[src/rtl/pe_pkg.sv]
package pe_pkg;

    // datapath width of one integer operand
    localparam int DWIDTH = 32;

    // one two's-complement operand or result, wraps mod 2^DWIDTH
    typedef logic [DWIDTH-1:0] data_t;

    // reduction sum over the lanes, same wrap rule
    typedef logic [DWIDTH-1:0] sum_t;

    // broadcast op code, codes 5..7 act as nop
    typedef enum logic [2:0] {
        OP_ADD  = 3'b000,  // a + b
        OP_SUB  = 3'b001,  // a - b
        OP_MUL  = 3'b010,  // a * b, low word
        OP_MACC = 3'b011,  // a * b + c
        OP_NOP  = 3'b100   // no result
    } op_t;

    // operand triple for one lane
    typedef struct packed {
        data_t a;
        data_t b;
        data_t c;  // addend, only for macc
    } lane_in_t;

    // per lane output word pair
    typedef struct packed {
        data_t res;     // arithmetic result
        data_t bypass;  // operand a after the PE latency
    } lane_out_t;

endpackage

[src/rtl/pe_arith.sv]
`timescale 1ns/1ps

module pe_arith #(
    parameter int LATENCY = 4  // half multiply, half add
) (
    input  logic              i_clk,
    input  logic              i_rst_n,
    input  pe_pkg::lane_in_t  i_in,
    input  logic              i_valid,
    input  pe_pkg::op_t       i_op,
    output pe_pkg::lane_out_t o_out,
    output logic              o_res_valid,
    output logic              o_byp_valid
);

    import pe_pkg::*;

    localparam int HALF = LATENCY / 2;  // depth of each stage
    localparam int OPW  = $bits(op_t);

    // multiply stage
    data_t prod;       // a*b before the pipe
    data_t prod_mid;   // product at the add stage input

    // operands delayed to the add stage
    data_t a_mid;
    data_t b_mid;
    data_t c_mid;

    // op code follows the data through both halves
    logic [OPW-1:0] op_mid;  // as seen by the add stage
    logic [OPW-1:0] op_out;  // as seen at the output

    // add stage
    data_t add_x;
    data_t add_y;
    logic  do_sub;
    data_t add_res;
    data_t res_q;

    // bypass of operand a and lane valid
    data_t byp_q;
    logic  byp_valid_q;

    if (LATENCY < 2 || (LATENCY % 2) != 0) begin : g_bad_latency
        $error("pe_arith LATENCY must be even and at least 2");
    end

    assign prod = i_in.a * i_in.b;  // low word only, sign does not matter

    register_pipe #(.WIDTH(DWIDTH), .DEPTH(HALF)) u_mul_pipe (
        .i_clk   (i_clk),
        .i_rst_n (i_rst_n),
        .i_d     (prod),
        .o_q     (prod_mid)
    );

    // a and b for add/sub, matched to the multiplier
    register_pipe #(.WIDTH(2*DWIDTH), .DEPTH(HALF)) u_ab_pipe (
        .i_clk   (i_clk),
        .i_rst_n (i_rst_n),
        .i_d     ({i_in.a, i_in.b}),
        .o_q     ({a_mid, b_mid})
    );

    register_pipe #(.WIDTH(DWIDTH), .DEPTH(HALF)) u_c_pipe (
        .i_clk   (i_clk),
        .i_rst_n (i_rst_n),
        .i_d     (i_in.c),
        .o_q     (c_mid)
    );

    register_pipe #(.WIDTH(OPW), .DEPTH(HALF)) u_op_mid_pipe (
        .i_clk   (i_clk),
        .i_rst_n (i_rst_n),
        .i_d     (i_op),
        .o_q     (op_mid)
    );

    register_pipe #(.WIDTH(OPW), .DEPTH(HALF)) u_op_out_pipe (
        .i_clk   (i_clk),
        .i_rst_n (i_rst_n),
        .i_d     (op_mid),
        .o_q     (op_out)
    );

    // operand select for the shared adder
    always_comb begin
        add_x  = a_mid;
        add_y  = b_mid;
        do_sub = 1'b0;
        case (op_mid)
            OP_SUB:  do_sub = 1'b1;
            OP_MUL: begin
                add_x = prod_mid;
                add_y = '0;  // product passes through unchanged
            end
            OP_MACC: begin
                add_x = prod_mid;
                add_y = c_mid;
            end
            default: ;  // add, nop and spare codes keep a + b
        endcase
    end

    assign add_res = do_sub ? (add_x - add_y) : (add_x + add_y);  // wraps

    register_pipe #(.WIDTH(DWIDTH), .DEPTH(HALF)) u_add_pipe (
        .i_clk   (i_clk),
        .i_rst_n (i_rst_n),
        .i_d     (add_res),
        .o_q     (res_q)
    );

    // full latency copy of a, carries the lane valid too
    register_pipe #(.WIDTH(DWIDTH+1), .DEPTH(LATENCY)) u_byp_pipe (
        .i_clk   (i_clk),
        .i_rst_n (i_rst_n),
        .i_d     ({i_valid, i_in.a}),
        .o_q     ({byp_valid_q, byp_q})
    );

    assign o_out.res    = res_q;
    assign o_out.bypass = byp_q;
    assign o_byp_valid  = byp_valid_q;
    // result only for the four arithmetic codes
    assign o_res_valid  = byp_valid_q && (op_out inside {OP_ADD, OP_SUB, OP_MUL, OP_MACC});

endmodule

[src/rtl/register_pipe.sv]
`timescale 1ns/1ps

module register_pipe #(
    parameter int WIDTH = 1,  // bits per stage
    parameter int DEPTH = 1   // number of register stages
) (
    input  logic             i_clk,
    input  logic             i_rst_n,
    input  logic [WIDTH-1:0] i_d,
    output logic [WIDTH-1:0] o_q
);

    generate
        if (DEPTH == 0) begin : g_wire
            assign o_q = i_d;  // zero delay
        end else begin : g_regs
            logic [WIDTH-1:0] stage_q [DEPTH];  // stage 0 is nearest the input

            always_ff @(posedge i_clk or negedge i_rst_n) begin
                if (!i_rst_n) begin
                    for (int i = 0; i < DEPTH; i++) begin
                        stage_q[i] <= '0;
                    end
                end else begin
                    stage_q[0] <= i_d;
                    for (int i = 1; i < DEPTH; i++) begin
                        stage_q[i] <= stage_q[i-1];  // shift one stage on
                    end
                end
            end

            assign o_q = stage_q[DEPTH-1];  // oldest entry
        end
    endgenerate

endmodule

[config.mk]
export PLATFORM = sky130hd
export DESIGN_NAME = pe_arith
export DESIGN_NICKNAME = d
export VERILOG_FILES = /design/src/rtl/pe_pkg.sv /design/src/rtl/pe_arith.sv /design/src/rtl/register_pipe.sv
export SDC_FILE = /design/constraint.sdc
export NUM_CORES = 2
export LEC_CHECK = 0
export BUFFER_PORTS_ARGS = -buffer_cell sky130_fd_sc_hd__buf_2
export CORE_MARGIN = 2
export CORE_UTILIZATION = 40
export DETAILED_ROUTE_END_ITERATION = 8
export GPL_TIMING_DRIVEN = 1
export HOLD_SLACK_MARGIN = 0.08
export PLACE_DENSITY = 0.63
export SLEW_MARGIN = 25
export SYNTH_ARGS = -nofsm -noshare
export SYNTH_HDL_FRONTEND = slang
export SYNTH_SLANG_ARGS = --single-unit
[constraint.sdc]
create_clock -name i_clk -period 4.7 [get_ports i_clk]
set_clock_uncertainty 0.1 [all_clocks]
set_input_delay 0.235 -clock i_clk [delete_from_list [all_inputs] [get_ports i_clk]]
set_output_delay 0.235 -clock i_clk [all_outputs]
set_load 0.1 [all_outputs]
==> impl_metrics.ini <==
[timing]
fmax_mhz = 152.9
tightest_slew_ns = 0.8474
hold_viol_final = 0
final-setup-viol-count = 22
rsz0062_at_grt = true
finalCritPeriodShare = 1.392
drv_slew = 0
layout_setup_ws_ns = -1.841
slew_headroom = 0.4351
min_period_ns = 6.541
setup_tns_ns = -23.69

[cells_and_area]
area_growth_pct = 25.33
utilization = 0.5086
drive_gt1_frac = 0.2448
finalNetCount = 3856
stdcell_count = 4167
fillers = 6227

[yosys]
syn_inst = 2691
ys_top_cells_by_count = 409 x fa_1, 403 x inv_1, 396 x dfrtp_1
synth_area_leader_cell = dfrtp_1
synth.most_common_cell = fa_1
synth_cell_types = 65
synth-seq-cells = 396
synth_top_cells_by_area = dfrtp_1 34%, fa_1 28%, ha_1 6.7%
synth_fp_nets = 3357
yosysTopAreaCellShare = 0.3404
async_reset_ff_frac = 1.000
yosysWarnings = 0
synth.avg_cell_area_um2 = 10.82
synth_edf_count = 0
seq_area_frac_synth = 0.3404
synthFlopType = dfrtp_1
syn_area_um2 = 29110

[setup_path]
path_class = input pin to flip-flop
worstPathRequired_ns = 5.05
crit_fanout = 7
startpoint_type = input pin
critPathSlowestCell = fa_1
crit_chain = buf_12 > and2_4 > fa_1 > fa_1 > fa_1 > inv_2 > fa_1 > inv_1 > fa_1 > inv_2 > fa_1 > inv_2 > fa_1 > fa_1 > ha_4 > a21o_1 > o21bai_4 > a21oi_2 > o21ai_2 > a221o_1 > or4_4 > a41o_1 > a21oi_2 > xnor2_1
worstSetupEndpointType = flip-flop
cp_common_cell = fa_1
critical_path.max_stage_delay_ns = 0.59
arrival_ns = 6.89
crit_family = adder cells
path_buf_inv = 5

[clock_tree]
path_clk_slew_ns = 0.06
cts.sinks = 396
clock_latency_ns = 0.53
cts_made_buffers = 34
clockBufferDepth = 3
clockRootBuffer = clkbuf_16
htree_num_levels = 2
tritoncts = yes

[floorplanning]
rows = 98
fp.dieW_um = 273.8
fp.dieH_um = 273.8
start_util = 0.4058
core_area_um2 = 71730
io_pins = 168
dieArea_um2 = 74950

[placed_design]
dp_hpwl_um = 66250
numPortBuffers = 167
place_inst = 3955
place_congestion = 0.9093

[global_route]
globalRouteOverflowTotal = 0
grt_use_total = 0.2254
grt_max_degree = 123
antenna_found_initial = 7
grt_pass1_wl_um = 129200
grt_pass1_vias = 22660

[routing]
viasPerCell = 4.859
drt-initial-drc-count = 1215
drt_first_pass_iters = 5
totalWireLength_um = 82530
drt-wirelength-per-cell_um = 19.80
drc = 0
num_vias = 20250
antenna_left = 0

[run]
maxCapViolCount = 0

[run_status]
violations = setup timing
status = finished with violations

[hold_path]
hp-class = input pin to flip-flop
logic make-up after synthesis:
| family | share of synthesized area |
|---|---|
| buffers and inverters | 0.08309 |
| xor gates and xnor gates | 0.04393 |
| and+or+nand+nor | 0.1378 |
| muxes | 0.001719 |
| AOI/OAI and AO/OA | 0.04509 |
| DFF | 0.3404 |
| adders and majority gates | 0.3479 |
final cells by class:
type	count	area [um^2]	share of cell area
diodes	2	5.005	0.0001372
clock buffers	46	967.2	0.02651
clock inverters	15	163.9	0.004493
inverters	403	1513	0.04146
multi-input cells	1719	17690	0.4848
flip-flops and latches	396	9913	0.2717
well taps	950	1189	0.03258
repair buffers	636	5046	0.1383
flip-flops by register name (all words and copies together) (netlist names):
register and count:
u_op_mid_pipe.o_q 3, u_c_pipe.o_q 32, u_byp_pipe.o_q 33, u_op_mid_pipe.g_regs.stage_q 3
u_mul_pipe.o_q 32, u_ab_pipe.g_regs.stage_q 32, u_c_pipe.g_regs.stage_q 32, u_add_pipe.g_regs.stage_q 32
u_op_out_pipe.o_q 1, u_ab_pipe.o_q 32, u_add_pipe.o_q 32, u_op_out_pipe.g_regs.stage_q 1
u_mul_pipe.g_regs.stage_q 32, u_byp_pipe.g_regs.stage_q 99
placed cells by master (no fill, tap or decap), types with 7 or more instances in the layout:
cell type,Yosys,final
dfrtp_1,396,393
ha_1,155,130
o21ai_0,34,19
dlygate4sd3_1,0,88
a22oi_1,7,7
o21ai_1,6,14
inv_2,0,16
fa_2,0,20
nand3_1,13,11
clkbuf_16,0,35
ha_4,0,24
fa_1,409,389
nand2_1,367,361
and2_4,0,19
o21a_1,8,8
xor2_1,37,37
buf_2,4,147
buf_8,0,10
buf_6,1,41
inv_1,403,387
and3_1,12,11
xnor2_1,109,103
a21oi_2,2,28
buf_12,0,10
a21oi_1,79,51
nor2_1,42,34
a21o_1,26,26
and2_1,299,280
and4b_1,11,11
buf_4,64,336
through the flow:
stage / worst slack (ns) / cell area, um^2 / hold slack, ns
finish: -1.841 / 36480 / 0.09892
global route: -1.952 / 36480 / 0.08952
CTS: -1.800 / 35700 / 0.09402
detailed placement: -2.600 / 32770 / 0.1939
global placement: -2.535 / 32770 / 0.1778
floorplan: -2.251 / 29230 / -0.1606
tightest hold or removal path, cell delays in order:
cell and delay (ns):
buf_2 0.17, buf_4 0.14, buf_4 0.14
routing by layer:
layer / global-route usage / share of wire / vias to the layer above
met5: 0 / 0.00040 / -
met4: 0.04343 / 0.017 / 6
met3: 0.03351 / 0.062 / 103
met2: 0.3709 / 0.47 / 604
met1: 0.3189 / 0.45 / 10450
li1: - / - / 9080
path summary, 6_finish.rpt:
| kind | startpoint | endpoint | slack (ns) | depth (start not counted) |
|---|---|---|---|---|
| max | i_in[39] | u_mul_pipe.g_regs.stage_q[62]$_DFF_PN0_ | -1.84 | 24 |
| min | i_in[68] | u_byp_pipe.g_regs.stage_q[103]$_DFF_PN0_ | 0.1 | 3 |
| max reg2reg | u_op_mid_pipe.o_q[1]$_DFF_PN0_ | u_add_pipe.g_regs.stage_q[63]$_DFF_PN0_ | 0.05 | 21 |
| min reg2reg | u_mul_pipe.g_regs.stage_q[59]$_DFF_PN0_ | u_mul_pipe.o_q[27]$_DFF_PN0_ | 0.24 | 0 |
| max in group asynchronous | i_rst_n | u_byp_pipe.o_q[28]$_DFF_PN0_ | 2.94 | 3 |
| min in group asynchronous | i_rst_n | u_add_pipe.g_regs.stage_q[43]$_DFF_PN0_ | 0.20 | 2 |
timing repair:
item,in CTS,in global routing
hold buffers,88,0
setup buffers,33,30
pin swaps,70,82
gates cloned,2,1
gates resized for setup,167,120
endpoints found under the hold margin,173,0
setup endpoints to repair,30,30
Power is not shown: default switching activity piles up to over one toggle a cycle in this logic, so the estimate is an artifact.
