<file path="src/rtl/pe_pkg.sv">
package pe_pkg;

    // datapath width of one integer operand
    localparam int DWIDTH = 32;

    // one two's-complement operand or result, wraps mod 2^DWIDTH
    typedef logic [DWIDTH-1:0] data_t;

    // reduction sum over the lanes, same wrap rule
    typedef logic [DWIDTH-1:0] sum_t;

    // broadcast op code, codes 5..7 act as nop
    typedef enum logic [2:0] {
        OP_ADD  = 3'b000,  // a + b
        OP_SUB  = 3'b001,  // a - b
        OP_MUL  = 3'b010,  // a * b, low word
        OP_MACC = 3'b011,  // a * b + c
        OP_NOP  = 3'b100   // no result
    } op_t;

    // operand triple for one lane
    typedef struct packed {
        data_t a;
        data_t b;
        data_t c;  // addend, only for macc
    } lane_in_t;

    // per lane output word pair
    typedef struct packed {
        data_t res;     // arithmetic result
        data_t bypass;  // operand a after the PE latency
    } lane_out_t;

endpackage

</file>
<file path="src/rtl/pe_dispatch.sv">
`timescale 1ns/1ps

module pe_dispatch #(
    parameter int N_LANES = 4
) (
    input  logic                            i_clk,
    input  logic                            i_rst_n,
    input  logic                            i_valid,      // one vector this cycle
    input  pe_pkg::op_t                     i_op,
    input  logic [N_LANES-1:0]              i_lane_mask,  // lanes taking part
    input  pe_pkg::lane_in_t [N_LANES-1:0]  i_lanes,
    output pe_pkg::lane_in_t [N_LANES-1:0]  o_lanes,
    output pe_pkg::op_t                     o_op,         // broadcast to every PE
    output logic [N_LANES-1:0]              o_valid
);

    import pe_pkg::*;

    logic [N_LANES-1:0] lane_go;  // lanes accepting a vector now

    assign lane_go = {N_LANES{i_valid}} & i_lane_mask;

    // per lane strobes
    always_ff @(posedge i_clk or negedge i_rst_n) begin
        if (!i_rst_n) begin
            o_valid <= '0;
        end else begin
            o_valid <= lane_go;
        end
    end

    // op code, idles as nop
    always_ff @(posedge i_clk or negedge i_rst_n) begin
        if (!i_rst_n) begin
            o_op <= OP_NOP;
        end else if (i_valid) begin
            o_op <= i_op;
        end
    end

    // operand registers
    // a lane outside the mask keeps its old operands, saves toggling
    always_ff @(posedge i_clk) begin
        for (int i = 0; i < N_LANES; i++) begin
            if (lane_go[i]) begin
                o_lanes[i] <= i_lanes[i];
            end
        end
    end

endmodule

</file>
<file path="config.mk">
export PLATFORM = sky130hd
export DESIGN_NAME = pe_dispatch
export DESIGN_NICKNAME = d
export VERILOG_FILES = /design/src/rtl/pe_pkg.sv /design/src/rtl/pe_dispatch.sv
export SDC_FILE = /design/constraint.sdc
export NUM_CORES = 1
export LEC_CHECK = 0
export BUFFER_PORTS_ARGS = -buffer_cell sky130_fd_sc_hd__buf_2
export CAP_MARGIN = 20
export CORE_AREA = 4 4 303 305
export DETAILED_ROUTE_END_ITERATION = 12
export DIE_AREA = 0 0 307 309
export SYNTH_ARGS = -nofsm -noshare
export SYNTH_HDL_FRONTEND = slang
export SYNTH_SLANG_ARGS = --single-unit
</file>
<file path="constraint.sdc">
create_clock -name i_clk -period 1 [get_ports i_clk]
set_clock_uncertainty 0.1 [all_clocks]
set_input_delay 0.2 -clock i_clk [delete_from_list [all_inputs] [get_ports i_clk]]
set_output_delay 0.2 -clock i_clk [all_outputs]
set_load 0.02 [all_outputs]
</file>
==> run metrics, run 1 <==
Worst Slack Setup Final -0.594 ns; clock power share a little under two fifths; Syn Area/Cell 29.6 µm²; Routed Antenna Nets 0; htree depth 2; cell area after synthesis ~0.012 mm²; # clock sinks a little under 400; Routed WL 59600 µm; Post-CTS Hold Fix Bufs approximately 400; worst vdd ir about 1.5 mV; warning count from the yosys run 0; cell area after layout roughly 0.025 mm²; initial antenna violation count 22; Synth Area in Compound Gates 0%; DP Wirelength approximately 44000 µm; syn_nets 792; GRT Util Overall a little under an eighth; part of the power in registers a little under half; failing checks setup timing; required time worst endpoint 0.70 ns; drt first-iter violations approximately 530; Core Area just under 0.09 mm²; Rel. slew slack approximately 77%; pin count of the biggest net entering global routing 45; register bit count reported by yosys about 390; placed insts roughly 2400; crit path capture type output pin; CP peak stage delay just over 0.5 ns; multiplexer share of the synthesized area less than 1%; sw frac 25.4%; min cycle time layout approximately 1.6 ns; final period utilization 159%; CTS root buf clkbuf_16; first-pass GRT wire length 77000 µm; num rows 110; Slew Limit Fails 0; largest family of logic cells by synthesized area multiplexers; critical path cell sequence buf_6; via count between 9000 and 10000; Int Power 0.0314 W; # setup viols final 391; gp weighted congestion between 0.8 and 0.9; Power per Cell Area around 1700 mW/mm²; Cell variety after synth 5; FMAX 628 MHz; P_leak between 9 and 10 nW; MaxCap Viol Count 0; cell family with most CP delay flip-flops; Die Area ~0.095 mm²; vias in the first global route 10200; area post-placement ~0.017 mm²; area share of fa/ha/maj cells after synthesis 0%; Worst-Skew Late Latency roughly 0.58 ns; Clk pin slew, worst setup/hold paths around 0.06 ns; die width 307 µm; total gr overflow 0; Area growth syn-to-layout 112%; register area share after synthesis between 90% and 100%; CTS tree built; Max FO, Critical Path 1; DR WL/cell 20.8 µm; crit path DAT ~1.3 ns; First-pass DRT Iterations 5; share of total power in combinational logic 15.3%; clk buf depth 3; CTS buffer count 44; multi-input logic area a little under 70 µm²; Cell Count, Final, Fillers Out roughly 2900; worst slew pin tran between 0.3 and 0.4 ns; IO Pins 785; worst min-delay path category in2reg; number of buffers and inverters on the critical path 1; post-synthesis simple-gate area fraction 0.255%; final net count ~2000; register area around 0.012 mm²; Die H ~310 µm; startpoint types flip-flop; gate count after technology mapping ~400; Synth Area in XOR/XNOR 0%; status finished, violations left; Via density between 3 and 4; filler cell count slightly below 9000; critical path class reg2out; layout cell share with drive strength beyond 1 52.6%; Initial Utilization 13.2%; Final Hold Vio Count 0; DRC Markers 0; PortBufs 784; slowest cell on the critical path edfxtp_1; switching power ~0.011 W; unrepaired setup endpoints after global routing true; setup bufs post-CTS 0
-- flip-flops by register name, indices dropped and copies added (netlist names) --
signal   cells
o_lanes    384
o_op         3
o_valid      4
-- cell usage in the layout (no fill, tap or decap) --
| cell type | instances |
|---|---|
| inv_6 | 1 |
| clkinv_2 | 5 |
| and2_4 | 4 |
| clkinv_8 | 1 |
| clkinv_16 | 2 |
| edfxtp_1 | 384 |
| diode_2 | 15 |
| buf_12 | 10 |
| buf_2 | 449 |
| buf_4 | 14 |
| dfrtp_1 | 4 |
| inv_8 | 2 |
| buf_6 | 335 |
| mux2_2 | 3 |
| clkinv_1 | 10 |
| buf_16 | 1 |
| clkbuf_1 | 7 |
| clkinvlp_4 | 4 |
| bufinv_16 | 2 |
| dfrtp_2 | 2 |
| clkbuf_16 | 45 |
| clkinv_4 | 1 |
| dlygate4sd3_1 | 390 |
| dfstp_2 | 1 |
-- per-layer routing --
layer	vias up	GRT usage (%)	wire length, µm
li1	4146	-	-
met1	4465	13.6	22600
met2	639	18.7	28000
met3	118	5.15	6570
met4	12	4.68	2410
met5	-	0	80
-- power by group through the flow --
| stage | clock, W | sequential, W | combinational (W) |
|---|---|---|---|
| 2_1_floorplan | 0 | 0.0213 | 0.000238 |
| 3_3_place_gp | 0 | 0.0200 | 0.00410 |
| 3_5_place_dp | 0 | 0.0200 | 0.00413 |
| 4_1_cts | 0.0163 | 0.0198 | 0.00620 |
| 5_1_grt | 0.0169 | 0.0200 | 0.00673 |
| 6_report | 0.0157 | 0.0199 | 0.00644 |
-- final timing paths --
kind,start,to,slack [ns],cells past startpoint
worst min-delay path,i_lane_mask[0],o_lanes[50],0.04,2
worst max-delay path,o_lanes[275],o_lanes[275],-0.59,1
min in group asynchronous,i_rst_n,o_valid[3],0.55,4
worst max register to register,o_op[0],o_op[0],0.14,1
worst min register to register,o_op[1],o_op[1],0.44,1
max in group asynchronous,i_rst_n,o_op[2],0.01,4
-- Yosys cell counts --
| master | instances | area (µm²) |
|---|---|---|
| and2_2 | 4 | 30.0 |
| dfrtp_1 | 6 | 150 |
| dfstp_2 | 1 | 26.3 |
| edfxtp_1 | 384 | 11500 |
| mux2_2 | 3 | 33.8 |
-- cell type report --
cell class                      instances  area share [%]
Multi-Input combinational cell          7           0.276
Clock buffer                           51            4.52
Antenna cell                           15           0.150
Sequential cell                       391            46.9
Timing Repair Buffer                 1200            41.2
Tap cell                             1176            5.89
Clock inverter                         28            1.08
-- what timing repair did --
action,in CTS,in global routing
resized for setup,508,166
hold endpoints to repair,396,1
pin swaps,0,0
endpoints found under the setup margin,391,392
cloned,0,1
-- stage by stage --
step | setup TNS [ns] | total power [W] | setup WS (ns) | util (%) | hold WS (ns)
global route | -203.30 | 0.0436 | -0.637 | 27.9 | -0.00766
global placement | -126.46 | 0.0241 | -0.422 | 19.6 | 0.0437
CTS | -202.87 | 0.0423 | -0.646 | 27.3 | -0.0399
detailed placement | -131.23 | 0.0241 | -0.450 | 19.6 | 0.0388
finish | -175.53 | 0.0421 | -0.594 | 27.9 | 0.0430
floorplan | -169.07 | 0.0215 | -0.438 | - | -0.196
-- cells by family after synthesis --
kind of cell and count (synthesis):
flip-flops 391, multiplexers 3, AND/OR/NAND/NOR 4
Note: power is estimated with default switching activity, not from simulation.
==> run 2, diff against run 1 <==
--- a/config.mk
+++ b/config.mk
@@ -7,9 +7,9 @@
 export LEC_CHECK = 0
 export BUFFER_PORTS_ARGS = -buffer_cell sky130_fd_sc_hd__buf_2
 export CAP_MARGIN = 20
-export CORE_AREA = 4 4 303 305
+export CORE_AREA = 2 2 310 312
 export DETAILED_ROUTE_END_ITERATION = 12
-export DIE_AREA = 0 0 307 309
+export DIE_AREA = 0 0 312 314
 export SYNTH_ARGS = -nofsm -noshare
 export SYNTH_HDL_FRONTEND = slang
 export SYNTH_SLANG_ARGS = --single-unit
==> run metrics, run 2 (same netlist as run 1, synthesis figures left out) <==
status finished, violations left; failing checks setup timing; GRT Util Overall 10.7% (-0.94 points); worst vdd ir 1.36 mV (-9.6%); register with the most flip-flops o_lanes; num rows 113 (+2.7%); startpoint types flip-flop; First-pass DRT Iterations 4 (-1); unrepaired setup endpoints after global routing true; biggest regs o_lanes: 384 flops, o_valid: 4 flops, o_op: 3 flops; CP peak stage delay 0.48 ns (-0.03 ns); worst slew pin tran 0.295 ns (-0.0438 ns); MaxCap Viol Count 0 (unchanged); Worst Slack Setup Final -0.570 ns (+0.0238 ns); DP Wirelength 39700 µm (-10%); Final Hold Vio Count 0 (unchanged); Cell Count, Final, Fillers Out 2967 (+3.5%); most frequent cells in the layout buf_2 (484), dlygate4sd3_1 (389), edfxtp_1 (384), buf_6 (298), clkbuf_16 (49); CP Depth 1 (unchanged); final period utilization 157% (-2.4 points); critical path class reg2out; metal3 WL 6370 µm (-3.0%); FF-to-FF End o_op[0]; cell family with most CP delay flip-flops; Top Metal Used met5; P_leak 10.0 nW (+0.40%); Setup crit end o_lanes[189]; via count 9383 (+0.032%); crit path DAT 1.27 ns (-0.02 ns); Clk pin slew, worst setup/hold paths 0.06 ns (about the same); DRC Markers 0 (unchanged); pin count of the biggest net entering global routing 53 (+18%); vias in the first global route 10000 (-1.2%); PortBufs 784 (unchanged); clk buf depth 3 (unchanged); IO Pins 785 (unchanged); drt first-iter violations 566 (+6.2%); critical path cell sequence buf_6; total gr overflow 0 (unchanged); final net count 2045 (+0.34%); max reg flops 384 (unchanged); Critical Path Start o_lanes[189]; Die Area 0.0980 mm² (+3.3%); # setup viols final 391 (unchanged); die width 312 µm (+1.6%); min cycle time layout 1.57 ns (-0.0238 ns); Via density 3.16 (-3.3%); Rel. slew slack 80.3% (+2.9 points); gp weighted congestion 0.834 (+0.23%); Routed Antenna Nets 0 (unchanged); Power per Cell Area 1750 mW/mm² (+3.7%); Core Area 0.0944 mm² (+5.7%); Die H 314 µm (+1.6%); Slew Limit Fails 0 (unchanged); DR WL/cell 19.0 µm (-8.8%); setup TNS -172.74 ns (+2.79 ns); initial antenna violation count 40 (+82%); R2R cell count 1 (unchanged); flop2flop setup slack 0.13 ns (about the same); layout cell share with drive strength beyond 1 53.2% (+0.57 points); Worst Hold Margin 0.0438 ns (+0.000809 ns); number of buffers and inverters on the critical path 1 (unchanged); slowest cell on the critical path edfxtp_1; Initial Utilization 12.5% (-0.71 points); placed insts 2477 (+3.9%); # clock sinks 391 (unchanged); htree depth 2 (unchanged); first-pass GRT wire length 73200 µm (-4.9%); FMAX 637 MHz (+1.5%); Area growth syn-to-layout 113%; CTS root buf clkbuf_16; metal1 wirelength 20500 µm (-9.6%); commonest non-fill, non-tap cell in the layout buf_2; Routed WL 56300 µm (-5.6%); CTS buffer count 48 (+9.1%); reg-to-reg critical path startpoint o_op[0]; CTS tree built; crit path capture type output pin; met2 WL post-DR 27300 µm (-2.3%); Worst-Skew Late Latency 0.60 ns (+0.02 ns); final core utilization 26.5% (-1.4 points); Max FO, Critical Path 1 (unchanged); worst min-delay path category in2reg; required time worst endpoint 0.70 ns (about the same)
==> run 2: cell types whose count changed in the layout (fill, tap and decap cells not counted), moves of 3 or more <==
cell / change
buf_6: -37
buf_2: +35
buf_4: +6
clkinv_1: -6
inv_6: +6
clkbuf_16: +4
clkbuf_8: +3
clkinv_4: +3
==> run 2: routing by layer <==
metal  up-vias  GRT usage [%]
li1       4159              -
met5         -              0
met2       585           18.0
met3       124           5.30
met4        42           4.05
met1      4473           11.5
==> run 2: area by class of cell <==
cell class                      count  area (µm²)
Antenna cell                       13        32.5
Clock buffer                       60        1300
Clock inverter                     28         284
Fill cell                        9528       69400
Multi-Input combinational cell      7        68.8
Sequential cell                   391       11700
Tap cell                         1265        1580
Timing Repair Buffer             1203       10100
==> run 2: report_power, final <==
part	total, W	switching, W	internal, W	leakage (nW)
clock network	0.0177	0.00735	0.0103	0.770
registers	0.0198	0.000537	0.0193	3.69
logic	0.00625	0.00297	0.00328	5.57
total	0.0437	0.0109	0.0329	10.0
==> run 2: how the worst min path moves through the flow <==
stage	startpoint	depth (start not counted)	endpoint	slack [ns]
3_5_place_dp	i_rst_n	1	o_valid[2]	0.004
5_1_grt	i_lane_mask[0]	3	o_valid[0]	0.007
6_report	i_lane_mask[0]	3	o_valid[0]	0.04
3_3_place_gp	i_rst_n	1	o_valid[2]	0.004
2_1_floorplan	i_rst_n	0	o_op[0]	-0.20
4_1_cts	i_lane_mask[0]	3	o_valid[0]	-0.03
==> run 2: per-stage QoR <==
stage                     cell area (µm²)  power [W]  setup WS (ns)
final                               25000     0.0437         -0.570
after global routing                25000     0.0453         -0.633
after CTS                           24400     0.0441         -0.648
after detailed placement            17700     0.0240         -0.414
after global placement              17700     0.0239         -0.403
after floorplan                     11800     0.0215         -0.438
==> run 2: repair_timing <==
item / CTS / global route
cloned: 0 / 0
resized for setup: 420 / 179
hold buffers: 389 / 0
setup endpoints to repair: 391 / 398
pin swaps: 0 / 0
buffers inserted: 0 / 0
endpoints found under the hold margin: 395 / 0
==> run 3, diff against run 2 <==
--- a/config.mk
+++ b/config.mk
@@ -8,6 +8,7 @@
 export BUFFER_PORTS_ARGS = -buffer_cell sky130_fd_sc_hd__buf_2
 export CAP_MARGIN = 20
 export CORE_AREA = 2 2 310 312
+export CTS_BUF_LIST = sky130_fd_sc_hd__clkbuf_16
 export DETAILED_ROUTE_END_ITERATION = 12
 export DIE_AREA = 0 0 312 314
 export SYNTH_ARGS = -nofsm -noshare
==> run metrics, run 3 (same netlist as run 1, synthesis figures left out) <==
clk buf depth 3 (unchanged); gp weighted congestion 0.834 (unchanged); FMAX 632 MHz (-0.75%); worst vdd ir 1.36 mV (about the same); CP peak stage delay 0.49 ns (about the same); Slew Limit Fails 0 (unchanged); num rows 113 (unchanged); crit path capture type output pin; Die Area 0.0980 mm² (unchanged); initial antenna violation count 38 (-5.0%); worst min-delay path category in2reg; CTS tree built; Routed WL 56200 µm (about the same); worst slew pin tran 0.305 ns (+0.00930 ns); CP Depth 1 (unchanged); DR WL/cell 18.9 µm (-0.17%); biggest regs o_lanes: 384 flops, o_valid: 4 flops, o_op: 3 flops; die width 312 µm (unchanged); # setup viols final 391 (unchanged); CTS root buf clkbuf_16; crit path DAT 1.28 ns (about the same); via count 9392 (+0.096%); MaxCap Viol Count 0 (unchanged); Core Area 0.0944 mm² (unchanged); status finished, violations left; overall power 0.0434 W (-0.69%); pre-CTS WS -0.414 ns (unchanged); most frequent cells in the layout buf_2 (485), dlygate4sd3_1 (389), edfxtp_1 (384), buf_6 (297), clkbuf_16 (49); failing checks setup timing; startpoint types flip-flop; CTS buffer count 48 (unchanged); slowest cell on the critical path edfxtp_1; Area growth syn-to-layout 112%; setup TNS -173.00 ns (-0.263 ns); Max FO, Critical Path 1 (unchanged); final core utilization 26.5% (-0.033 points); register with the most flip-flops o_lanes; Clk pin slew, worst setup/hold paths 0.06 ns (about the same); cell family with most CP delay flip-flops; DP Wirelength 39700 µm (unchanged); Final Hold Vio Count 0 (unchanged); critical path cell sequence buf_6; Worst Slack Setup Final -0.582 ns (-0.0119 ns); # clock sinks 391 (unchanged); total gr overflow 0 (unchanged); setup bufs post-CTS 0 (unchanged); First-pass DRT Iterations 4 (unchanged); htree depth 2 (unchanged); PortBufs 784 (unchanged); Via density 3.16 (about the same); P_leak 10.0 nW (+0.14%); IO Pins 785 (unchanged); Worst Hold Margin 0.0438 ns (-0.00000830 ns); R2R cell count 1 (unchanged); Hold Path Depth 3 (unchanged); GRT Util Overall 10.7% (unchanged); required time worst endpoint 0.70 ns (about the same); Routed Antenna Nets 0 (unchanged); vias in the first global route 10000 (+0.020%); Initial Utilization 12.5% (unchanged); first-pass GRT wire length 73200 µm (about the same); min cycle time layout 1.58 ns (+0.0119 ns); final period utilization 158% (+1.2 points); pin count of the biggest net entering global routing 53 (unchanged); unrepaired setup endpoints after global routing true; layout cell share with drive strength beyond 1 53.0% (-0.18 points); drt first-iter violations 602 (+6.4%); Worst-Skew Late Latency 0.60 ns (about the same); number of buffers and inverters on the critical path 1 (unchanged); commonest non-fill, non-tap cell in the layout buf_2; final net count 2045 (unchanged); DRC Markers 0 (unchanged); max reg flops 384 (unchanged); critical path class reg2out; Power per Cell Area 1740 mW/mm² (-0.56%); Die H 314 µm (unchanged); Rel. slew slack 79.7% (-0.62 points)
## run 3: final cells by class
cell class              count  area (µm²)
well taps                1265        1580
flip-flops and latches    391       11700
clock buffers              49        1230
repair buffers           1203       10100
clock inverters            39         325
fillers                  9524       69400
multi-input cells           7        68.8
diodes                     15        37.5
## run 3: timing repair
action | in CTS | in global routing
resized for setup | 420 | 176
hold endpoints to repair | 395 | 0
hold buffers | 389 | 0
endpoints found under the setup margin | 391 | 398
## run 3: path summary, 6_finish.rpt
| check | endpoint | slack, ns | startpoint |
|---|---|---|---|
| min in group asynchronous | o_valid[1] | 0.48 | i_rst_n |
| max | o_lanes[149] | -0.58 | o_lanes[149] |
| max in group asynchronous | o_op[2] | 0.09 | i_rst_n |
| max reg2reg | o_op[0] | 0.13 | o_op[0] |
| min | o_valid[0] | 0.04 | i_lane_mask[0] |
| min reg2reg | o_op[1] | 0.44 | o_op[1] |
## run 3: routing by layer
metal / vias to the layer above / part of all wire (%) / global-route usage (%)
met5: - / 0.46 / 0
met4: 40 / 3.5 / 4.09
met3: 129 / 11 / 5.20
met2: 591 / 48 / 17.9
met1: 4468 / 36 / 11.5
li1: 4164 / - / -
## run 3: power by group
group | leakage, nW | switching (W) | internal, W
Combinational | 5.57 | 0.00297 | 0.00328
Sequential | 3.69 | 0.000535 | 0.0193
Clock | 0.786 | 0.00737 | 0.0100
## run 3: metrics by stage
stage | instance area, µm² | std cells
floorplan | 11800 | 398
detailed placement | 17700 | 2477
global route | 25000 | 2964
global placement | 17700 | 2477
finish | 25000 | 2969
CTS | 24400 | 2954
