[src/rtl/pe_pkg.sv]
package pe_pkg;

    // datapath width of one integer operand
    localparam int DWIDTH = 32;

    // one two's-complement operand or result, wraps mod 2^DWIDTH
    typedef logic [DWIDTH-1:0] data_t;

    // reduction sum over the lanes, same wrap rule
    typedef logic [DWIDTH-1:0] sum_t;

    // broadcast op code, codes 5..7 act as nop
    typedef enum logic [2:0] {
        OP_ADD  = 3'b000,  // a + b
        OP_SUB  = 3'b001,  // a - b
        OP_MUL  = 3'b010,  // a * b, low word
        OP_MACC = 3'b011,  // a * b + c
        OP_NOP  = 3'b100   // no result
    } op_t;

    // operand triple for one lane
    typedef struct packed {
        data_t a;
        data_t b;
        data_t c;  // addend, only for macc
    } lane_in_t;

    // per lane output word pair
    typedef struct packed {
        data_t res;     // arithmetic result
        data_t bypass;  // operand a after the PE latency
    } lane_out_t;

endpackage

[src/rtl/pe_collect.sv]
`timescale 1ns/1ps

module pe_collect #(
    parameter int N_LANES = 4
) (
    input  logic                             i_clk,
    input  logic                             i_rst_n,
    input  pe_pkg::lane_out_t [N_LANES-1:0]  i_out,
    input  logic [N_LANES-1:0]               i_res_valid,  // from each PE
    input  logic [N_LANES-1:0]               i_byp_valid,
    output pe_pkg::lane_out_t [N_LANES-1:0]  o_lanes,
    output logic [N_LANES-1:0]               o_lane_valid,
    output pe_pkg::sum_t                     o_sum,        // sum of valid results
    output logic                             o_sum_valid
);

    import pe_pkg::*;

    lane_out_t [N_LANES-1:0] lanes_clean;  // res zeroed where not valid
    sum_t                    sum_next;

    // mask the results, then reduce
    // invalid lanes add zero so no second mux is needed in the sum
    always_comb begin
        sum_next = '0;
        for (int i = 0; i < N_LANES; i++) begin
            lanes_clean[i].bypass = i_out[i].bypass;
            lanes_clean[i].res    = i_res_valid[i] ? i_out[i].res : '0;
            sum_next              = sum_next + lanes_clean[i].res;  // wraps
        end
    end

    // valids
    always_ff @(posedge i_clk or negedge i_rst_n) begin
        if (!i_rst_n) begin
            o_lane_valid <= '0;
            o_sum_valid  <= 1'b0;
        end else begin
            o_lane_valid <= i_byp_valid;   // lane valid follows the bypass
            o_sum_valid  <= |i_res_valid;  // any result counted
        end
    end

    // payload
    always_ff @(posedge i_clk) begin
        o_lanes <= lanes_clean;
        o_sum   <= sum_next;
    end

endmodule

[config.mk]
export PLATFORM = sky130hd
export DESIGN_NAME = pe_collect
export DESIGN_NICKNAME = d
export VERILOG_FILES = /design/src/rtl/pe_pkg.sv /design/src/rtl/pe_collect.sv
export SDC_FILE = /design/constraint.sdc
export NUM_CORES = 1
export LEC_CHECK = 0
export BUFFER_PORTS_ARGS = -buffer_cell sky130_fd_sc_hd__buf_2
export CAP_MARGIN = 20
export CELL_PAD_IN_SITES_DETAIL_PLACEMENT = 1
export CELL_PAD_IN_SITES_GLOBAL_PLACEMENT = 2
export CORE_AREA = 2 2 218 220
export DETAILED_ROUTE_END_ITERATION = 8
export DIE_AREA = 0 0 220 222
export PLACE_DENSITY = 0.71
export SYNTH_ARGS = -nofsm -noshare
export SYNTH_HDL_FRONTEND = slang
export SYNTH_SLANG_ARGS = --single-unit
[constraint.sdc]
create_clock -name i_clk -period 0.9 [get_ports i_clk]
set_clock_uncertainty 0.15 [all_clocks]
set_input_delay 0.045 -clock i_clk [delete_from_list [all_inputs] [get_ports i_clk]]
set_output_delay 0.045 -clock i_clk [all_outputs]
set_load 0.005 [all_outputs]
==> out/results.txt, run 1 <==
Final Setup Violations: 325
final worst slack: -2060 ps
startpoint types: input pin
Die H: 222 µm
hold_ws: -395 ps
asr flop ratio synth: 0.0171
count of cell types in the netlist: 44
Tmin final: 2960 ps
delay-heaviest family, CP: adder cells
H-tree depth: 2
stages on the worst setup path: 16
commonest non-fill, non-tap cell in the layout: buf_2
pre-CTS WS: -2780 ps
busiest grt layer: met2
Max Clock Freq: 338 MHz
Hold Crit Depth: 2
data arrival time of the critical path: 3250 ps
HP Class: input pin to flop
status: complete, but fails checks
share of layout cells above drive strength 1: 0.578
Critical Path, Cell by Cell: buf_12 > buf_8 > and2_4 > fa_1 > inv_2 > fa_1 > inv_2 > fa_2 > a21o_1 > nand4_1 > a31o_4 > a2111oi_4 > buf_4 > o211ai_1 > nand3_1 > xnor2_1
Final Hold Fails: 44
share of the yosys chip area belonging to registers: 0.580
number of synthesized flops with an enable pin: 0
Cell Pwr Density: 2160 nW/µm²
Clock Tree Buf Depth: 3
number of synthesized register bits: 293
Crit path buffers/inverters: 5
Rows: 79
Synth-to-Final Area Change: 104%
Mapped Area: 10,200 µm²
Critical-path top delay cell: fa_1
first-pass GRT wire length: 71,900 µm
initial antenna violation count: 14
CTS Buf Count: 37
CP required: 1190 ps
max-cap viol count: 0
WL/cell: 20.7 µm
Die X: 220 µm
met3 Track Usage GR: 0.0674
Mapped Nets: 1,245
core area: 46,300 µm²
worst-path maximum fanout: 6
DR vias/cell: 4.03
Final TNS setup: -132,000 ps
TritonCTS clock tree: built
Leak: 10.3 nW
Die ar.: 48,800 µm²
Clock Sink Count: 293
main flop type after synthesis: dfxtp_1
clock-pin slew on the worst setup and hold paths: 60 ps
routed wire length: 51,900 µm
Slew Limit Fails: 0
syn avg cell area: 11.5 µm²
DP HPWL: 38,000 µm
commonest non-fill, non-tap cells in the layout: buf_2, dlygate4sd3_1, dfxtp_2
PnR Total Power: 45.0 mW
yosys warns: 0
nets@finish: 2,222
CP peak stage delay: 520 ps
remaining routing DRC violations: 0
vias in the first global route: 11,400
CP endpoint kind: flop
total gr overflow: 0
headroom to the max-slew limit: 0.647
failing checks: negative hold slack, negative setup slack
RSZ-0062 raised after global routing: yes
maximum VDD drop: 1.19 mV
DRT Pass-1 Iters: 4
Synth Instances: 886
pin count of the biggest net entering global routing: 21
number of buffers added on ports: 558
routability cong.: 0.897
period utilisation layout: 3.29
gr usage total: 0.202
critical path class: input pin to flop
met2 Use GR: 0.372
final antenna-violating net count: 0
CTS root buf: clkbuf_16
grt met1 use: 0.208
Initial Util: 0.220
fin util: 0.449
routed via count: 10,100
# IOs: 559
cts hold-fix bufs: 248
Layout fillers: 5,041
DR iter-0 viols: 274
slew of the pin with the lowest slew margin: 516 ps
==> flip-flops by register name, summed over array words and instances (netlist names) <==
register	count
o_lane_valid	4
o_lanes	256
o_sum	32
o_sum_valid	1
==> area by class of cell <==
cell class | count | area, µm² | area share
flip-flops and latches | 293 | 6100 | 0.294
diodes | 7 | 17.5 | 0.000843
inverters | 151 | 567 | 0.0273
well taps | 607 | 759 | 0.0366
multi-input cells | 423 | 4530 | 0.218
clock buffers | 48 | 1030 | 0.0495
repair buffers | 957 | 7520 | 0.362
clock inverters | 17 | 246 | 0.0119
==> power by group <==
| group | total (mW) | switching [mW] | internal, mW |
|---|---|---|---|
| clock network | 15.8 | 6.24 | 9.57 |
| logic | 14.0 | 6.37 | 7.63 |
| registers | 15.2 | 0.599 | 14.6 |
| total | 45.0 | 13.2 | 31.8 |
==> cell usage after synthesis (2+ instances only) <==
cell,n,area (µm²)
nand2b_1,2,12.5
a21o_1,13,97.6
and4_1,3,26.3
xor2_1,10,87.6
a211oi_1,5,37.5
a21oi_1,31,155
o21a_1,2,15.0
ha_1,31,388
a2111oi_0,2,17.5
o21ai_0,21,105
and2_1,99,619
nor2_1,17,63.8
fa_1,62,1240
nor3_1,2,10.0
a31oi_1,3,18.8
o22ai_1,2,12.5
xnor2_1,23,201
nand3_1,9,45.0
o21bai_1,5,37.5
clkbuf_1,18,67.6
o31ai_1,2,15.0
inv_1,151,567
nand2_1,52,195
nand4_1,10,62.6
dfrtp_1,5,125
dfxtp_1,288,5770
==> per-layer routing <==
layer | share of wire | wire, µm
met1 | 0.36 | 18800
met2 | 0.52 | 26900
met3 | 0.076 | 3970
met4 | 0.040 | 2060
met5 | 0.0032 | 164
==> cell families (layout without fill, tap and decap cells) <==
| kind of cell | after synthesis | after routing | synth area share |
|---|---|---|---|
| XOR/XNOR | 33 | 33 | 0.0284 |
| AO/OA/AOI/OAI | 97 | 97 | 0.0623 |
| AND/OR/NAND/NOR | 200 | 200 | 0.106 |
| buffers and inverters | 170 | 1173 | 0.0629 |
| flip-flops | 293 | 293 | 0.580 |
| other | 0 | 7 | 0 |
| adder cells (fa/ha/maj) | 93 | 93 | 0.160 |
==> per-stage QoR <==
step	cell area [µm²]	std cells
after floorplan	10600	886
after global placement	14900	2153
after detailed placement	14900	2153
after CTS	20000	2486
after global routing	20800	2500
final	20800	2503
==> worst paths after layout <==
kind                           startpoint         endpoint  slack [ps]
min in group asynchronous         i_rst_n  o_lane_valid[0]         260
hold / removal                 i_out[224]     o_lanes[224]        -400
setup / recovery           i_res_valid[2]        o_sum[31]       -2060
max in group asynchronous         i_rst_n      o_sum_valid         150
==> timing repair <==
item | in CTS | in global routing
resized for setup | 332 | 193
buffers inserted | 20 | 15
endpoints found under the setup margin | 325 | 351
pin swaps | 49 | 46
cloned | 2 | 0
endpoints found under the hold margin | 268 | 84
No activity file was read; power rests on OpenSTA's default activity.
==> run 2, diff against run 1 <==
- CTS_CLUSTER_DIAMETER: not set -> 150
- GPL_TIMING_DRIVEN: not set -> 0
==> run 2 against run 1 <==
The flow still finishes with violations (negative hold slack, negative setup slack). Core utilization down 2.0 points. Hold slack worse by 7.8 ps. Largest power group unchanged. Combinational power down 14%. Highest routed layer unchanged. Non-clock buffer count down 115. Sequential power about the same. Critical path type unchanged. Routed wire length down 0.84%. Global-route usage down 0.33 points.
==> out/results.txt, run 2 (synthesized netlist as in run 1, its figures left out) <==
status: complete, but fails checks (unchanged)
failing checks: negative hold slack, negative setup slack (unchanged)
total gr overflow: 0 (unchanged)
routed wire length: 51,500 µm (was 51,900 µm)
WL/cell: 21.5 µm (was 20.7 µm)
Crit path buffers/inverters: 3 (was 5)
Reg area: 6090 µm² (was 6100 µm²)
data arrival time of the critical path: 3440 ps (was 3250 ps)
Critical-path top delay cell: fa_1 (unchanged)
remaining routing DRC violations: 0 (unchanged)
startpoint types: input pin (unchanged)
Rows: 79 (unchanged)
DRT Pass-1 Iters: 4 (unchanged)
pre-CTS WS: -3160 ps (was -2780 ps)
Initial Util: 0.220 (unchanged)
CP required: 1210 ps (was 1190 ps)
H-tree depth: 2 (unchanged)
Synth-to-Final Area Change: 95.4% (was 104%)
initial antenna violation count: 11 (was 14)
clock-pin slew on the worst setup and hold paths: 60 ps (about the same)
cell-internal power: 30.2 mW (was 31.8 mW)
Met2 Wirelength: 26,900 µm (about the same)
Hold Crit Depth: 3 (was 2)
Min-Delay Startpoint: i_out[241] (was i_out[224])
logic gate share of total power: 0.283 (was 0.311)
DP HPWL: 37,000 µm (was 38,000 µm)
CTS Buf Count: 36 (was 37)
Hold Path End: o_lanes[241] (was o_lanes[224])
number of buffers added on ports: 558 (unchanged)
max-cap viol count: 0 (unchanged)
Cell Pwr Density: 2150 nW/µm² (was 2160 nW/µm²)
met3 WL post-DR: 3610 µm (was 3970 µm)
Tmin final: 3130 ps (was 2960 ps)
DR iter-0 viols: 189 (was 274)
HP Class: input pin to flop (unchanged)
commonest non-fill, non-tap cell in the layout: buf_2 (unchanged)
CTS root buf: clkbuf_16 (unchanged)
headroom to the max-slew limit: 0.664 (was 0.647)
placed inst area: 14,100 µm² (was 14,900 µm²)
first-pass GRT wire length: 71,000 µm (was 71,900 µm)
period utilisation layout: 3.47 (was 3.29)
worst-path maximum fanout: 6 (unchanged)
Die H: 222 µm (unchanged)
top layer in use: met5 (unchanged)
hold_ws: -403 ps (was -395 ps)
Final TNS setup: -129,910 ps (was -132,000 ps)
pin count of the biggest net entering global routing: 14 (was 21)
CP endpoint kind: flop (unchanged)
Die ar.: 48,800 µm² (unchanged)
CP peak stage delay: 550 ps (was 520 ps)
post-route met1 wirelength: 18,700 µm (was 18,800 µm)
TritonCTS clock tree: built (unchanged)
Crit path top cell by count: fa_1
area occupied by multi-input gates: 4480 µm² (was 4530 µm²)
share of layout cells above drive strength 1: 0.552 (was 0.578)
sequential share of power: 0.352 (was 0.337)
maximum VDD drop: 1.55 mV (was 1.19 mV)
RSZ-0062 raised after global routing: yes (unchanged)
final worst slack: -2230 ps (was -2060 ps)
Leak: 9.78 nW (was 10.3 nW)
vias in the first global route: 10,900 (was 11,400)
commonest non-fill, non-tap cells in the layout: buf_2, dlygate4sd3_1, buf_6 (was buf_2, dlygate4sd3_1, dfxtp_2)
net switching fraction of the power: 0.291 (was 0.294)
nets@finish: 2,106 (was 2,222)
PnR Total Power: 42.6 mW (was 45.0 mW)
# IOs: 559 (unchanged)
fin area: 19,900 µm² (was 20,800 µm²)
critical path class: input pin to flop (unchanged)
register with the most flip-flops: o_lanes (unchanged)
Critical Path, Cell by Cell: buf_12 > clkbuf_16 > and2_4 > fa_1 > fa_1 > ha_4 > a21o_1 > nand4_1 > a31o_4 > a2111oi_4 > buf_4 > o21ai_4 > o41ai_4 > xor2_1 (was buf_12 > buf_8 > and2_4 > fa_1 > inv_2 > fa_1 > inv_2 > fa_2 > a21o_1 > nand4_1 > a31o_4 > a2111oi_4 > buf_4 > o211ai_1 > nand3_1 > xnor2_1)
routability cong.: 0.871 (was 0.897)
clock network power share: 0.365 (was 0.352)
Final Setup Violations: 329 (was 325)
delay-heaviest family, CP: adder cells (unchanged)
Max Clock Freq: 320 MHz (was 338 MHz)
Largest register FFs: 256 (unchanged)
Final Hold Fails: 55 (was 44)
routed via count: 9,674 (was 10,100)
Switch Pwr: 12.4 mW (was 13.2 mW)
biggest registers after layout: o_lanes (256), o_sum (32), o_lane_valid (4) (unchanged)
slew of the pin with the lowest slew margin: 504 ps (was 516 ps)
core area: 46,300 µm² (unchanged)
Slew Limit Fails: 0 (unchanged)
gr usage total: 0.198 (was 0.202)
Clock Sink Count: 293 (unchanged)
Layout fillers: 5,034 (was 5,041)
Clock Tree Buf Depth: 3 (unchanged)
DR vias/cell: 4.05 (was 4.03)
final antenna-violating net count: 0 (unchanged)
Die X: 220 µm (unchanged)
run 2: area by class of cell:
class	count	share of cell area
plain buffers	16	0.0125
multi-input cells	423	0.225
clock buffers	49	0.0525
clock inverters	15	0.0107
repair buffers	826	0.324
diodes	9	0.00113
inverters	151	0.0285
flip-flops and latches	293	0.307
well taps	607	0.0383
run 2: repair_timing:
item,CTS,global route
hold endpoints to repair,268,71
setup endpoints to repair,325,334
gates cloned,1,0
buffers inserted,28,18
pin swaps,51,32
resized for setup,284,212
hold buffers,218,3
run 2: layer usage:
metal	vias to the layer above	GRT usage
li1	4485	-
met1	4685	0.214
met2	396	0.363
met3	104	0.0510
met4	4	0.0836
met5	-	0
run 2: through the flow:
| stage | instances | utilization |
|---|---|---|
| floorplan | 886 | - |
| global placement | 2051 | 0.305 |
| detailed placement | 2052 | 0.306 |
| CTS | 2361 | 0.408 |
| global route | 2383 | 0.429 |
| finish | 2389 | 0.429 |
run 2: how the worst max path moves through the flow:
| stage | from | to | slack [ps] | cells past startpoint |
|---|---|---|---|---|
| finish | i_res_valid[0] | o_sum[23] | -2230 | 14 |
| global route | i_res_valid[1] | o_sum[23] | -2340 | 16 |
| CTS | i_res_valid[1] | o_sum[23] | -2160 | 16 |
| detailed placement | i_res_valid[2] | o_sum[23] | -3160 | 13 |
| global placement | i_res_valid[0] | o_sum[23] | -3580 | 14 |
| floorplan | i_out[161] | o_sum[23] | -2200 | 14 |
run 2: power groups by stage:
stage,clock (mW),sequential [mW],combinational [mW]
final,15.6,15.0,12.1
after detailed placement,0,14.9,8.73
after global routing,16.5,15.1,13.2
after global placement,0,14.9,8.64
after CTS,15.9,14.8,11.2
after floorplan,0,15.2,4.53
==> run 3, diff against run 2 <==
- PLACE_DENSITY: 0.71 -> 0.7
==> run 3 against run 2 <==
The flow still finishes with violations (negative hold slack, negative setup slack). Via count shrank 0.24%. Worst setup slack lost 4.1 ps. Routed wire length grew 2.0%. Clock-buffer cell count grew 3. Core utilization shrank 0.29 points.
==> out/results.txt, run 3 (synthesized netlist as in run 1, its figures left out) <==
busiest grt layer: met2 (unchanged)
Die H: 222 µm (unchanged)
HP Class: input pin to flop (unchanged)
final worst slack: -2230 ps (about the same)
period utilisation layout: 3.48 (was 3.47)
TritonCTS clock tree: built (unchanged)
H-tree depth: 2 (unchanged)
Clock Sink Count: 293 (unchanged)
final antenna-violating net count: 0 (unchanged)
# IOs: 559 (unchanged)
DR iter-0 viols: 235 (was 189)
Layout fillers: 5,075 (was 5,034)
placed inst area: 14,100 µm² (unchanged)
Final Setup Violations: 327 (was 329)
routed via count: 9,651 (was 9,674)
maximum VDD drop: 1.62 mV (was 1.55 mV)
CTS root buf: clkbuf_16 (unchanged)
remaining routing DRC violations: 0 (unchanged)
status: complete, but fails checks (unchanged)
Final Hold Fails: 57 (was 55)
routability cong.: 0.884 (was 0.871)
share of layout cells above drive strength 1: 0.558 (was 0.552)
fin area: 19,700 µm² (was 19,900 µm²)
met3 Track Usage GR: 0.0606 (was 0.0510)
max-cap viol count: 0 (unchanged)
startpoint types: input pin (unchanged)
commonest non-fill, non-tap cells in the layout: buf_2, dlygate4sd3_1, dfxtp_2 (was buf_2, dlygate4sd3_1, buf_6)
Die ar.: 48,800 µm² (unchanged)
gr usage total: 0.202 (was 0.198)
DR vias/cell: 4.04 (was 4.05)
failing checks: negative hold slack, negative setup slack (unchanged)
Final Instance Count excl. Fillers: 2,387 (was 2,389)
Rows: 79 (unchanged)
slew of the pin with the lowest slew margin: 478 ps (was 504 ps)
DRT Pass-1 Iters: 4 (unchanged)
Slew Limit Fails: 0 (unchanged)
initial antenna violation count: 13 (was 11)
worst-path maximum fanout: 5 (was 6)
commonest non-fill, non-tap cell in the layout: buf_2 (unchanged)
Largest register FFs: 256 (unchanged)
biggest registers after layout: o_lanes (256), o_sum (32), o_lane_valid (4) (unchanged)
CTS Buf Count: 35 (was 36)
PnR Total Power: 41.2 mW (was 42.6 mW)
nets@finish: 2,110 (was 2,106)
data arrival time of the critical path: 3440 ps (about the same)
WL/cell: 22.0 µm (was 21.5 µm)
routed wire length: 52,500 µm (was 51,500 µm)
DP HPWL: 37,200 µm (was 37,000 µm)
first-pass GRT wire length: 71,100 µm (was 71,000 µm)
register with the most flip-flops: o_lanes (unchanged)
Max Clock Freq: 319 MHz (was 320 MHz)
critical path class: input pin to flop (unchanged)
RSZ-0062 raised after global routing: yes (unchanged)
Placed Cells: 2,052 (unchanged)
vias in the first global route: 10,800 (was 10,900)
cts hold-fix bufs: 214 (was 218)
Cell Pwr Density: 2090 nW/µm² (was 2150 nW/µm²)
core area: 46,300 µm² (unchanged)
CP endpoint kind: flop (unchanged)
Tmin final: 3130 ps (about the same)
pre-CTS WS: -3240 ps (was -3160 ps)
Initial Util: 0.220 (unchanged)
Clock Tree Buf Depth: 3 (unchanged)
number of buffers added on ports: 558 (unchanged)
clock-pin slew on the worst setup and hold paths: 60 ps (about the same)
CP required: 1210 ps (about the same)
Leak: 9.68 nW (was 9.78 nW)
pin count of the biggest net entering global routing: 14 (unchanged)
Die X: 220 µm (unchanged)
hold_ws: -409 ps (was -403 ps)
met2 Use GR: 0.379 (was 0.363)
total gr overflow: 0 (unchanged)
grt met1 use: 0.205 (was 0.214)
headroom to the max-slew limit: 0.681 (was 0.664)
Synth-to-Final Area Change: 94.1% (was 95.4%)
## run 3: cell types whose count changed in the layout (fill, tap and decap cells not counted), sizes merged
cell and change:
buf +9, clkinvlp +1, dlygate4sd3 -2, diode -4
inv -1, dlymetal6s4s -3, clkbuf +4, clkinv -2
bufinv -4
## run 3: final timing paths
check / startpoint / to / slack (ps) / cells after the start
max in group asynchronous: i_rst_n / o_lane_valid[3] / 120 / 3
worst max-delay path: i_res_valid[0] / o_sum[23] / -2230 / 16
min in group asynchronous: i_rst_n / o_lane_valid[2] / 290 / 3
worst min-delay path: i_out[243] / o_lanes[243] / -410 / 3
## run 3: layout make-up
| type | count | area (µm²) | share of cell area |
|---|---|---|---|
| Timing Repair Buffer | 828 | 6440 | 0.327 |
| Sequential cell | 293 | 6100 | 0.310 |
| Multi-Input combinational cell | 423 | 4440 | 0.225 |
| Clock buffer | 52 | 1010 | 0.0513 |
| Tap cell | 607 | 759 | 0.0385 |
| Inverter | 151 | 567 | 0.0287 |
| Buffer | 19 | 293 | 0.0148 |
| Clock inverter | 9 | 92.6 | 0.00470 |
| Antenna cell | 5 | 12.5 | 0.000634 |
## run 3: metrics by stage
stage | setup TNS (ps) | util
after detailed placement | -100010 | 0.306
after global placement | -111870 | 0.305
after floorplan | -58300 | -
final | -132440 | 0.426
after CTS | -138650 | 0.406
after global routing | -145820 | 0.426
## run 3: timing repair
action	in CTS	in global routing
gates resized for setup	326	203
hold endpoints to repair	268	70
gates cloned	1	0
setup buffers	32	23
endpoints found under the setup margin	325	332
pin swaps	35	47
## run 3: power by group
group / total (mW) / leakage (nW) / internal (mW) / switching (mW)
clock: 13.9 / 0.530 / 8.09 / 5.85
sequential: 15.0 / 2.49 / 14.5 / 0.513
combinational: 12.3 / 6.66 / 6.28 / 5.98
## run 3: worst max-delay path: stages
cell       delay, ps
buf_12           110
clkbuf_16        150
buf_12           140
and2_4           150
fa_1             550
inv_2             40
fa_1             500
inv_2             50
ha_4             290
nand3_2          120
a31o_4           250
a2111oi_4        340
buf_4            200
o21ai_4           80
o41ai_4          240
xor2_1           180
## run 3: metal layers
| layer | part of all wire | vias up |
|---|---|---|
| li1 | - | 4485 |
| met1 | 0.35 | 4680 |
| met2 | 0.53 | 378 |
| met3 | 0.075 | 98 |
| met4 | 0.042 | 10 |
| met5 | 0.0014 | - |
